==> src/hw/ctrlPkg.sv <==
package ctrlPkg;

    typedef enum logic [3:0] {
        phFetch     = 4'd0,
        phDecode    = 4'd1,
        phExecute   = 4'd2,
        phMemory    = 4'd3,
        phWriteback = 4'd4,
        phStall     = 4'd5,
        phLink      = 4'd9
    } phaseE;

    typedef enum logic [5:0] {
        opSpecial = 6'b000000,
        opRegimm  = 6'b000001,
        opJ       = 6'b000010,
        opJal     = 6'b000011,
        opBeq     = 6'b000100,
        opBne     = 6'b000101,
        opBlez    = 6'b000110,
        opBgtz    = 6'b000111,
        opAddiu   = 6'b001001,
        opSlti    = 6'b001010,
        opSltiu   = 6'b001011,
        opAndi    = 6'b001100,
        opOri     = 6'b001101,
        opXori    = 6'b001110,
        opLui     = 6'b001111,
        opLb      = 6'b100000,
        opLh      = 6'b100001,
        opLw      = 6'b100011,
        opLbu     = 6'b100100,
        opLhu     = 6'b100101,
        opSb      = 6'b101000,
        opSh      = 6'b101001,
        opSw      = 6'b101011
    } opcodeE;

    typedef enum logic [5:0] {
        fnSll  = 6'b000000,
        fnSrl  = 6'b000010,
        fnSra  = 6'b000011,
        fnSllv = 6'b000100,
        fnSrlv = 6'b000110,
        fnSrav = 6'b000111,
        fnJr   = 6'b001000,
        fnJalr = 6'b001001,
        fnAddu = 6'b100001,
        fnSubu = 6'b100011,
        fnAnd  = 6'b100100,
        fnOr   = 6'b100101,
        fnXor  = 6'b100110,
        fnSlt  = 6'b101010,
        fnSltu = 6'b101011
    } functE;

    // REGIMM branches are told apart by rt
    localparam logic [4:0] rtBltz   = 5'b00000;
    localparam logic [4:0] rtBgez   = 5'b00001;
    localparam logic [4:0] rtBltzal = 5'b10000;
    localparam logic [4:0] rtBgezal = 5'b10001;

    typedef enum logic [5:0] {
        instrNop,
        instrAddu, instrSubu, instrAnd, instrOr, instrXor, instrSlt, instrSltu,
        instrAddiu, instrAndi, instrOri, instrXori, instrSlti, instrSltiu, instrLui,
        instrSll, instrSrl, instrSra, instrSllv, instrSrlv, instrSrav,
        instrLw, instrLb, instrLbu, instrLh, instrLhu,
        instrSw, instrSb, instrSh,
        instrBeq, instrBne, instrBgez, instrBgtz, instrBlez, instrBltz,
        instrBgezal, instrBltzal,
        instrJ, instrJal, instrJr, instrJalr
    } instrKindE;

    typedef enum logic [3:0] {
        aluAdd = 4'd0,
        aluSub = 4'd1,
        aluAnd = 4'd2,
        aluOr  = 4'd3,
        aluXor = 4'd4,
        aluSll = 4'd5,
        aluSrl = 4'd6,
        aluSra = 4'd7
    } aluOpE;

    typedef enum logic [2:0] {
        maskWord  = 3'd0,
        maskHalf  = 3'd1,
        maskHalfU = 3'd2,
        maskByte  = 3'd3,
        maskByteU = 3'd4
    } loadMaskE;

    typedef enum logic [1:0] {
        storeWord = 2'd0,
        storeByte = 2'd1,
        storeHalf = 2'd2
    } storeSizeE;

    localparam int sel2W    = 2;
    localparam int aluSrcBW = 3;

    localparam logic [aluSrcBW-1:0] srcBReg       = 3'd0;
    localparam logic [aluSrcBW-1:0] srcBFour      = 3'd1;
    localparam logic [aluSrcBW-1:0] srcBImm       = 3'd2;
    localparam logic [aluSrcBW-1:0] srcBBranchOff = 3'd3;
    localparam logic [aluSrcBW-1:0] srcBShamt     = 3'd4;
    localparam logic [aluSrcBW-1:0] srcBShiftReg  = 3'd5;
    localparam logic [aluSrcBW-1:0] srcBJumpReg   = 3'd6; // Register target for jr/jalr

    localparam logic [sel2W-1:0] extZero  = 2'd0;
    localparam logic [sel2W-1:0] extSign  = 2'd2;
    localparam logic [sel2W-1:0] extUpper = 2'd3;

endpackage

==> src/hw/decodeIf.sv <==
`timescale 1ns/1ps

interface decodeIf import ctrlPkg::*; ();

    phaseE     phase;
    instrKindE kind;
    logic      isBranch;  // Any of the eight conditional branches
    logic      isImmForm; // I-type writing rt
    logic      isLinking;

    modport source (
        output phase, kind, isBranch, isImmForm, isLinking
    );

    modport sink (
        input phase, kind, isBranch, isImmForm, isLinking
    );

endinterface

==> src/hw/aluCtrl.sv <==
`timescale 1ns/1ps

module aluCtrl import ctrlPkg::*; (
    decodeIf.sink                 dec,
    output logic [sel2W-1:0]      aluSrcA,
    output logic [aluSrcBW-1:0]   aluSrcB,
    output aluOpE                 aluOp,
    output logic                  abSwitch,
    output logic [sel2W-1:0]      extendCtrl,
    output logic                  extendMux
);

    logic             isShiftConst;
    logic             isShiftVar;
    logic [sel2W-1:0] extClass;
    aluOpE            kindOp;

    assign isShiftConst = dec.kind inside {instrSll, instrSrl, instrSra};
    assign isShiftVar   = dec.kind inside {instrSllv, instrSrlv, instrSrav};

    always_comb begin
        if (dec.isBranch) extClass = extSign;
        else if (dec.kind == instrLui) extClass = extUpper;
        else if (dec.kind inside {instrAndi, instrOri, instrXori}) extClass = extZero;
        else if (dec.isImmForm) extClass = extSign; // Arithmetic imm, loads, stores
        else extClass = extZero;
    end

    always_comb begin
        kindOp = aluAdd;
        if (dec.isBranch) kindOp = aluSub; // Compare by subtraction
        else if (dec.kind inside {instrSubu, instrSlt, instrSltu, instrSlti, instrSltiu})
            kindOp = aluSub;
        else if (dec.kind inside {instrAnd, instrAndi}) kindOp = aluAnd;
        else if (dec.kind inside {instrOr, instrOri}) kindOp = aluOr;
        else if (dec.kind inside {instrXor, instrXori}) kindOp = aluXor;
        else if (dec.kind inside {instrSll, instrSllv}) kindOp = aluSll;
        else if (dec.kind inside {instrSrl, instrSrlv}) kindOp = aluSrl;
        else if (dec.kind inside {instrSra, instrSrav}) kindOp = aluSra;
    end

    always_comb begin
        aluSrcA   = '0;
        aluSrcB   = srcBReg;
        aluOp     = aluAdd;
        abSwitch  = 1'b0;
        extendMux = 1'b0;
        case (dec.phase)
            phFetch: aluSrcB = srcBFour; // PC + 4
            phDecode: begin
                aluSrcB   = srcBBranchOff;
                extendMux = 1'b1;
            end
            phExecute: begin
                aluSrcA   = (dec.kind == instrLui) ? 2'd2 : 2'd1;
                aluOp     = kindOp;
                abSwitch  = isShiftConst | isShiftVar;
                extendMux = 1'b1;
                if (dec.isImmForm) aluSrcB = srcBImm;
                else if (isShiftConst) aluSrcB = srcBShamt;
                else if (isShiftVar) aluSrcB = srcBShiftReg;
                else if (dec.kind inside {instrJr, instrJalr}) aluSrcB = srcBJumpReg;
            end
            phMemory: begin
                aluSrcA   = 2'd1;
                extendMux = 1'b1;
            end
            phWriteback: begin
                aluSrcB   = srcBBranchOff;
                extendMux = 1'b1;
            end
            phStall, phLink: begin
                aluSrcB   = srcBFour;
                extendMux = 1'b1;
            end
            default: ;
        endcase
    end

    assign extendCtrl = extendMux ? extClass : extZero;

endmodule

==> src/hw/ctrlDecoder.sv <==
`timescale 1ns/1ps

module ctrlDecoder import ctrlPkg::*; (
    input  logic                clk,
    input  logic                reset,
    input  phaseE               phase,
    input  logic [5:0]          opcode,
    input  logic [5:0]          funct,
    input  logic [4:0]          rt,
    input  logic                link,
    output logic [sel2W-1:0]    aluSrcA,
    output logic [aluSrcBW-1:0] aluSrcB,
    output aluOpE               aluOp,
    output logic                abSwitch,
    output logic [sel2W-1:0]    extendCtrl,
    output logic                extendMux,
    output logic [sel2W-1:0]    iorD,
    output logic                memRead,
    output logic                memWrite,
    output storeSizeE           byteCtrl,
    output loadMaskE            maskCtrl,
    output logic [sel2W-1:0]    pcSrc,
    output logic                pcWrite,
    output logic                irWrite,
    output logic                altPcWrite,
    output logic                altPcMux,
    output logic [sel2W-1:0]    regDst,
    output logic [sel2W-1:0]    memToReg,
    output logic                regWrite,
    output logic                linkEn,
    output logic                linkIn
);

    decodeIf decBus ();

    instrClassifier u_classifier (
        .clk    (clk),
        .reset  (reset),
        .phase  (phase),
        .opcode (opcode),
        .funct  (funct),
        .rt     (rt),
        .dec    (decBus.source)
    );

    aluCtrl u_aluCtrl (
        .dec        (decBus.sink),
        .aluSrcA    (aluSrcA),
        .aluSrcB    (aluSrcB),
        .aluOp      (aluOp),
        .abSwitch   (abSwitch),
        .extendCtrl (extendCtrl),
        .extendMux  (extendMux)
    );

    memCtrl u_memCtrl (
        .dec      (decBus.sink),
        .iorD     (iorD),
        .memRead  (memRead),
        .memWrite (memWrite),
        .byteCtrl (byteCtrl),
        .maskCtrl (maskCtrl)
    );

    pcCtrl u_pcCtrl (
        .dec        (decBus.sink),
        .pcSrc      (pcSrc),
        .pcWrite    (pcWrite),
        .irWrite    (irWrite),
        .altPcWrite (altPcWrite),
        .altPcMux   (altPcMux)
    );

    regWriteCtrl u_regWriteCtrl (
        .dec      (decBus.sink),
        .link     (link),
        .regDst   (regDst),
        .memToReg (memToReg),
        .regWrite (regWrite),
        .linkEn   (linkEn),
        .linkIn   (linkIn)
    );

endmodule

==> src/hw/instrClassifier.sv <==
`timescale 1ns/1ps

module instrClassifier import ctrlPkg::*; (
    input  logic           clk,
    input  logic           reset,
    input  phaseE          phase,
    input  logic [5:0]     opcode,
    input  logic [5:0]     funct,
    input  logic [4:0]     rt,
    decodeIf.source        dec
);

    instrKindE freshKind;
    instrKindE heldKind;
    instrKindE curKind;

    always_comb begin
        freshKind = instrNop;
        case (opcode)
            opSpecial: begin
                case (funct)
                    fnSll:   freshKind = instrSll;
                    fnSrl:   freshKind = instrSrl;
                    fnSra:   freshKind = instrSra;
                    fnSllv:  freshKind = instrSllv;
                    fnSrlv:  freshKind = instrSrlv;
                    fnSrav:  freshKind = instrSrav;
                    fnJr:    freshKind = instrJr;
                    fnJalr:  freshKind = instrJalr;
                    fnAddu:  freshKind = instrAddu;
                    fnSubu:  freshKind = instrSubu;
                    fnAnd:   freshKind = instrAnd;
                    fnOr:    freshKind = instrOr;
                    fnXor:   freshKind = instrXor;
                    fnSlt:   freshKind = instrSlt;
                    fnSltu:  freshKind = instrSltu;
                    default: freshKind = instrNop;
                endcase
            end
            opRegimm: begin
                case (rt)
                    rtBltz:   freshKind = instrBltz;
                    rtBgez:   freshKind = instrBgez;
                    rtBltzal: freshKind = instrBltzal;
                    rtBgezal: freshKind = instrBgezal;
                    default:  freshKind = instrNop;
                endcase
            end
            opJ:     freshKind = instrJ;
            opJal:   freshKind = instrJal;
            opBeq:   freshKind = instrBeq;
            opBne:   freshKind = instrBne;
            opBlez:  freshKind = (rt == 5'd0) ? instrBlez : instrNop; // rt must be zero
            opBgtz:  freshKind = (rt == 5'd0) ? instrBgtz : instrNop;
            opAddiu: freshKind = instrAddiu;
            opSlti:  freshKind = instrSlti;
            opSltiu: freshKind = instrSltiu;
            opAndi:  freshKind = instrAndi;
            opOri:   freshKind = instrOri;
            opXori:  freshKind = instrXori;
            opLui:   freshKind = instrLui;
            opLb:    freshKind = instrLb;
            opLh:    freshKind = instrLh;
            opLw:    freshKind = instrLw;
            opLbu:   freshKind = instrLbu;
            opLhu:   freshKind = instrLhu;
            opSb:    freshKind = instrSb;
            opSh:    freshKind = instrSh;
            opSw:    freshKind = instrSw;
            default: freshKind = instrNop;
        endcase
    end

    // Class is captured on every decode cycle
    always_ff @(posedge clk) begin
        if (reset) begin
            heldKind <= instrNop;
        end else if (phase == phDecode) begin
            heldKind <= freshKind;
        end
    end

    assign curKind = (phase == phDecode) ? freshKind : heldKind;

    assign dec.phase     = phase;
    assign dec.kind      = curKind;
    assign dec.isBranch  = curKind inside {instrBeq, instrBne, instrBgez, instrBgtz,
                                           instrBlez, instrBltz, instrBgezal, instrBltzal};
    assign dec.isImmForm = curKind inside {instrAddiu, instrAndi, instrOri, instrXori,
                                           instrSlti, instrSltiu, instrLui,
                                           instrLw, instrLb, instrLbu, instrLh, instrLhu,
                                           instrSw, instrSb, instrSh};
    assign dec.isLinking = curKind inside {instrBgezal, instrBltzal, instrJal, instrJalr};

endmodule

==> src/hw/memCtrl.sv <==
`timescale 1ns/1ps

module memCtrl import ctrlPkg::*; (
    decodeIf.sink            dec,
    output logic [sel2W-1:0] iorD,
    output logic             memRead,
    output logic             memWrite,
    output storeSizeE        byteCtrl,
    output loadMaskE         maskCtrl
);

    logic isStore;

    assign isStore = dec.kind inside {instrSw, instrSb, instrSh};

    always_comb begin
        iorD     = '0;
        memRead  = 1'b0;
        memWrite = 1'b0;
        byteCtrl = storeWord;
        maskCtrl = maskWord;
        case (dec.phase)
            phFetch, phDecode, phExecute, phLink: memRead = 1'b1;
            phMemory: begin
                memWrite = isStore;
                memRead  = ~isStore;
                iorD     = (dec.kind inside {instrLw, instrSw}) ? 2'd1 : 2'd2; // Word or sub-word path
                case (dec.kind)
                    instrSb: byteCtrl = storeByte;
                    instrSh: byteCtrl = storeHalf;
                    default: byteCtrl = storeWord;
                endcase
            end
            phWriteback: begin
                memRead = 1'b1;
                case (dec.kind)
                    instrLb:  maskCtrl = maskByte;
                    instrLbu: maskCtrl = maskByteU;
                    instrLh:  maskCtrl = maskHalf;
                    instrLhu: maskCtrl = maskHalfU;
                    default:  maskCtrl = maskWord;
                endcase
            end
            default: ; // Stall keeps memory idle
        endcase
    end

endmodule

==> src/hw/pcCtrl.sv <==
`timescale 1ns/1ps

module pcCtrl import ctrlPkg::*; (
    decodeIf.sink            dec,
    output logic [sel2W-1:0] pcSrc,
    output logic             pcWrite,
    output logic             irWrite,
    output logic             altPcWrite,
    output logic             altPcMux
);

    logic isJump;
    logic isJumpReg;

    assign isJump    = dec.kind inside {instrJ, instrJal};
    assign isJumpReg = dec.kind inside {instrJr, instrJalr};

    always_comb begin
        pcSrc      = '0;
        pcWrite    = 1'b0;
        irWrite    = 1'b0;
        altPcWrite = 1'b0;
        altPcMux   = 1'b0;
        case (dec.phase)
            phFetch: begin
                irWrite = 1'b1;
                pcWrite = 1'b1;
            end
            phDecode: begin
                pcSrc      = 2'd2;
                altPcWrite = isJump; // Jump target known at decode
                altPcMux   = 1'b1;
            end
            phExecute: begin
                pcSrc      = 2'd1;
                altPcWrite = dec.isBranch;
            end
            phMemory: begin
                pcSrc      = 2'd1;
                altPcWrite = isJumpReg;
            end
            phWriteback: begin
                pcSrc    = 2'd2;
                altPcMux = 1'b1;
            end
            phStall: altPcMux = 1'b1;
            phLink: begin
                pcSrc      = 2'd3; // Redirect to alternate PC
                pcWrite    = 1'b1;
                altPcWrite = isJump;
                altPcMux   = 1'b1;
            end
            default: ;
        endcase
    end

endmodule

==> src/hw/regWriteCtrl.sv <==
`timescale 1ns/1ps

module regWriteCtrl import ctrlPkg::*; (
    decodeIf.sink            dec,
    input  logic             link,
    output logic [sel2W-1:0] regDst,
    output logic [sel2W-1:0] memToReg,
    output logic             regWrite,
    output logic             linkEn,
    output logic             linkIn
);

    logic isRType;
    logic isSetLess;
    logic isAluResult;
    logic isLoad;

    assign isRType = dec.kind inside {instrAddu, instrSubu, instrAnd, instrOr, instrXor,
                                      instrSlt, instrSltu, instrSll, instrSrl, instrSra,
                                      instrSllv, instrSrlv, instrSrav, instrJr, instrJalr};
    assign isSetLess   = dec.kind inside {instrSlt, instrSltu, instrSlti, instrSltiu};
    assign isAluResult = (isRType & ~(dec.kind inside {instrJr, instrJalr}))
                       | (dec.isImmForm & ~isLoad
                          & ~(dec.kind inside {instrSw, instrSb, instrSh}));
    assign isLoad = dec.kind inside {instrLw, instrLb, instrLbu, instrLh, instrLhu};

    always_comb begin
        regDst   = '0;
        memToReg = '0;
        regWrite = 1'b0;
        linkEn   = 1'b0;
        linkIn   = 1'b0;
        case (dec.phase)
            phDecode, phExecute, phMemory: begin
                if (dec.isImmForm) regDst = 2'd0; // rt destination
                else if (dec.phase == phDecode && dec.kind inside {instrJal, instrJalr})
                    regDst = 2'd2;
                else if (isRType) regDst = 2'd1;
                if (dec.phase == phExecute) begin
                    linkEn = 1'b1;
                    linkIn = dec.isLinking;
                end
                if (dec.phase == phMemory) begin
                    memToReg = isSetLess ? 2'd2 : 2'd0;
                    regWrite = isAluResult;
                end
            end
            phWriteback: begin
                memToReg = 2'd1;
                regWrite = isLoad;
            end
            phLink: begin
                regDst   = 2'd2; // Return address register
                memToReg = 2'd3;
                regWrite = link;
                linkEn   = 1'b1;
            end
            default: ;
        endcase
    end

endmodule

==> config.mk <==
export PLATFORM = sky130hd
export DESIGN_NAME = ctrlDecoder
export DESIGN_NICKNAME = d
export VERILOG_FILES = /design/src/hw/ctrlPkg.sv /design/src/hw/decodeIf.sv /design/src/hw/aluCtrl.sv /design/src/hw/ctrlDecoder.sv /design/src/hw/instrClassifier.sv /design/src/hw/memCtrl.sv /design/src/hw/pcCtrl.sv /design/src/hw/regWriteCtrl.sv
export SDC_FILE = /design/constraint.sdc
export NUM_CORES = 1
export LEC_CHECK = 0
export BUFFER_PORTS_ARGS = -buffer_cell sky130_fd_sc_hd__clkbuf_2
export CORE_MARGIN = 3
export CORE_UTILIZATION = 35
export DETAILED_ROUTE_END_ITERATION = 8
export GPL_TIMING_DRIVEN = 0
export SYNTH_ARGS = -nofsm -noshare
export SYNTH_HDL_FRONTEND = slang
export SYNTH_HIERARCHICAL = 1
export SYNTH_SLANG_ARGS = --single-unit
==> constraint.sdc <==
create_clock -name clk -period 6.5 [get_ports clk]
set_input_delay 0.325 -clock clk [delete_from_list [all_inputs] [get_ports clk]]
set_output_delay 0.325 -clock clk [all_outputs]
set_load 0.005 [all_outputs]
==> impl_metrics.tcl <==
set metrics [dict create \
    grt_max_degree 25 \
    period_minus_slack_ps 4230 \
    fmaxAchievable_ghz 0.237 \
    synth.net_count 361 \
    fp.dieArea_sq_um 7660 \
    timing.rr.end "u_classifier/heldKind[5]" \
    synth_edf_count 0 \
    cts.sinks 6 \
    largest_registers "u_classifier/heldKind (6)" \
    vias 2661 \
    clk_latency_ps 220 \
    period_share_pct 65.0 \
    maxSlewHeadroom_pct 35.7 \
    core-area_sq_um 6390 \
    antenna_found_initial 0 \
    cts.path.max_buffers 2 \
    cp_max_fo 10 \
    drtPass1Iterations 4 \
    wl_microns 6280 \
    ctsHoldBuffers 0 \
    synth_area_sq_um 2320 \
    outcome "finished clean" \
    ff2ff_path_depth 3 \
    setup_viol 0 \
    r2r-start "u_classifier/heldKind[5]" \
    drive_above_1_share_pct 27.4 \
    critPathLaunch "opcode[3]" \
    cts_resized 0 \
    yosys_warnings 6 \
    hold_end "u_classifier/heldKind[5]" \
    hold_violations 0 \
    drt_iter0_markers 173 \
    ys_ff_latch 6 \
    io_buffers 53 \
    placed_cells 463 \
    syn_inst 333 \
    power_uw 190 \
    critical_path_class "in -> out" \
    cts-buffers-inserted 3 \
    start_util_pct 36.4 \
    crit_required_ps 6170 \
    place_congestion 0.926 \
    drv_slew 0 \
    grt_pass1_vias 2435 \
    floorplan.rows 29 \
    vias_per_cell 5.70 \
    final.setup_skew_ps 0 \
    syn_to_final_growth_pct 17.8 \
    largest_register_ffs 6 \
    ys_seq_area_share_pct 5.17 \
    ir_worst_vdd_uv 56.6 \
    nNetsFinal 420 \
    total_leakage_power_uw 0.00114 \
    place_hpwl_microns 4730 \
    cts_tree "built" \
    hold_class "in -> reg" \
    synth_flop_cell "dfxtp_1" \
    grt_setup_unrepaired "no" \
    grtUsageTotal_pct 16.1 \
    cap_violations 0 \
    cts_max_level 1 \
    crit_path_start_kind "input pin" \
    ant_nets 0 \
    ios 59 \
    min_path_cells 2 \
    synth_area_per_cell_sq_um 6.98 \
    worstMarginPinSlew_ps 965 \
    grt_pass1_wl_microns 10500 \
    min-delay-start "reset" \
    regMostFlops "u_classifier/heldKind" \
    power_density_nw_per_um2 69.4 \
    grt_overflow_total 0 \
    rrSetupSlack_ps 5550 \
    ys_async_sr_fraction_pct 0 \
    ys_types 82 \
    die_h_microns 87.5 \
    stdcell_count 467 \
    die_width_microns 87.5 \
    critPathCaptureType "output pin" \
    route.detailed.drc 0 \
    worstPathArrival_ps 3900 \
    clk_pin_slew_ps 30 \
    antenna_cells 0 \
    cts_root_buf "clkbuf_8" \
    wire_per_inst_microns 13.4 \
    fin_setup_tns_ps 0 \
    postCtsSetupBuffers 0 \
]
-- per-layer routing --
layer / share of wire, % / global-route usage [%] / up-vias
met2: 47 / 28.2 / 60
li1: - / - / 1364
met5: 0 / 0 / -
met3: 3.6 / 1.23 / 8
met4: 1.3 / 4.04 / 0
met1: 48 / 21.1 / 1229
-- layout by cell type, fill, tap and decap left out, types with 4 or more instances in the layout --
| master | count |
|---|---|
| nor4b_1 | 7 |
| o22ai_1 | 4 |
| nand2_1 | 21 |
| nand2b_1 | 15 |
| buf_6 | 6 |
| nor3_1 | 13 |
| clkbuf_1 | 9 |
| xor2_1 | 6 |
| nand3b_1 | 7 |
| a211o_1 | 4 |
| nor2_1 | 34 |
| and3_1 | 4 |
| dfxtp_1 | 6 |
| buf_4 | 7 |
| a21oi_1 | 15 |
| clkbuf_2 | 53 |
| nand3_1 | 5 |
| inv_1 | 15 |
| o21ai_0 | 12 |
| ha_1 | 4 |
| nor3b_1 | 9 |
| o21ai_1 | 5 |
| mux2i_1 | 6 |
| a31oi_1 | 9 |
| nor2b_1 | 13 |
| buf_2 | 6 |
-- area by class of cell --
class	instances	area (sq um)
multi-input combinational	281	1960
buffer	29	180
clock buffer	3	41.3
timing repair buffer	54	277
sequential	6	120
tap	77	96.3
fill	693	3650
inverter	17	63.8
-- kinds of logic after synthesis --
logic type / synth area share (%)
AO/OA/AOI/OAI: 30.2
XOR/XNOR: 2.26
adder cells (fa/ha/maj): 2.15
buffers and inverters: 10.5
flip-flops: 5.17
multiplexers: 4.04
other: 0.161
AND/OR/NAND/NOR: 45.5
-- where the power goes --
group | switching (uW) | total [uW] | leakage (uW) | internal [uW]
Combinational | 57.6 | 98.5 | 0.00107 | 40.9
Sequential | 0.0918 | 37.5 | 0.0000484 | 37.4
Clock | 14.3 | 53.9 | 0.0000216 | 39.6
Total | 72.0 | 190 | 0.00114 | 118
-- how the worst max path moves through the flow --
| stage | cells past startpoint | to |
|---|---|---|
| 4_1_cts | 13 | extendCtrl[1] |
| 3_3_place_gp | 13 | extendCtrl[1] |
| 2_1_floorplan | 10 | regDst[0] |
| 3_5_place_dp | 13 | extendCtrl[1] |
| 5_1_grt | 13 | extendCtrl[1] |
| 6_report | 13 | extendCtrl[1] |
-- critical path: stages --
cell and delay [ps]:
clkbuf_2 80, clkbuf_1 310, buf_1 400, xor2_1 120, a31oi_1 200, nor2_1 60, a2111oi_0 430, a22o_1 370
o21ai_0 140, a221oi_1 820, o21ai_0 270, a31oi_2 240, clkbuf_2 130
-- Yosys cell counts (3+ instances only) --
cell type | instances | area share, %
xor2_1 | 6 | 2.3
a22o_1 | 3 | 1.1
o211ai_1 | 3 | 0.97
mux2i_1 | 6 | 2.6
dfxtp_1 | 6 | 5.2
mux2_2 | 3 | 1.5
ha_1 | 4 | 2.2
nor3b_1 | 9 | 2.9
o21ai_1 | 5 | 1.1
nand3_1 | 5 | 1.1
and3b_1 | 3 | 1.1
nor4b_2 | 3 | 1.9
buf_4 | 7 | 2.3
a211oi_1 | 3 | 0.97
nor3_1 | 13 | 2.8
a211o_1 | 4 | 1.5
nand2b_1 | 15 | 4.0
nor2b_1 | 13 | 3.5
a31oi_1 | 9 | 2.4
nor4b_1 | 7 | 2.6
nor4_1 | 3 | 0.81
nand4b_1 | 3 | 1.1
a21boi_0 | 3 | 0.97
and3_1 | 4 | 1.1
buf_6 | 5 | 2.4
nand2_1 | 21 | 3.4
o21ai_0 | 12 | 2.6
o22ai_1 | 4 | 1.1
inv_1 | 15 | 2.4
nor2_1 | 34 | 5.5
buf_2 | 6 | 1.3
nand3b_1 | 7 | 2.3
o211a_1 | 3 | 1.3
a221oi_1 | 3 | 1.1
a21oi_1 | 15 | 3.2
clkbuf_1 | 9 | 1.5
-- stage by stage --
step	util, %	setup slack, ps	hold slack, ps	cell area, sq um
floorplan	-	3000	397	2320
CTS	42.7	2240	362	2730
global route	42.9	1850	364	2740
finish	42.9	2270	364	2740
global placement	42.1	2300	509	2690
detailed placement	42.1	2260	518	2690
Note: power is estimated with default switching activity, not from simulation.
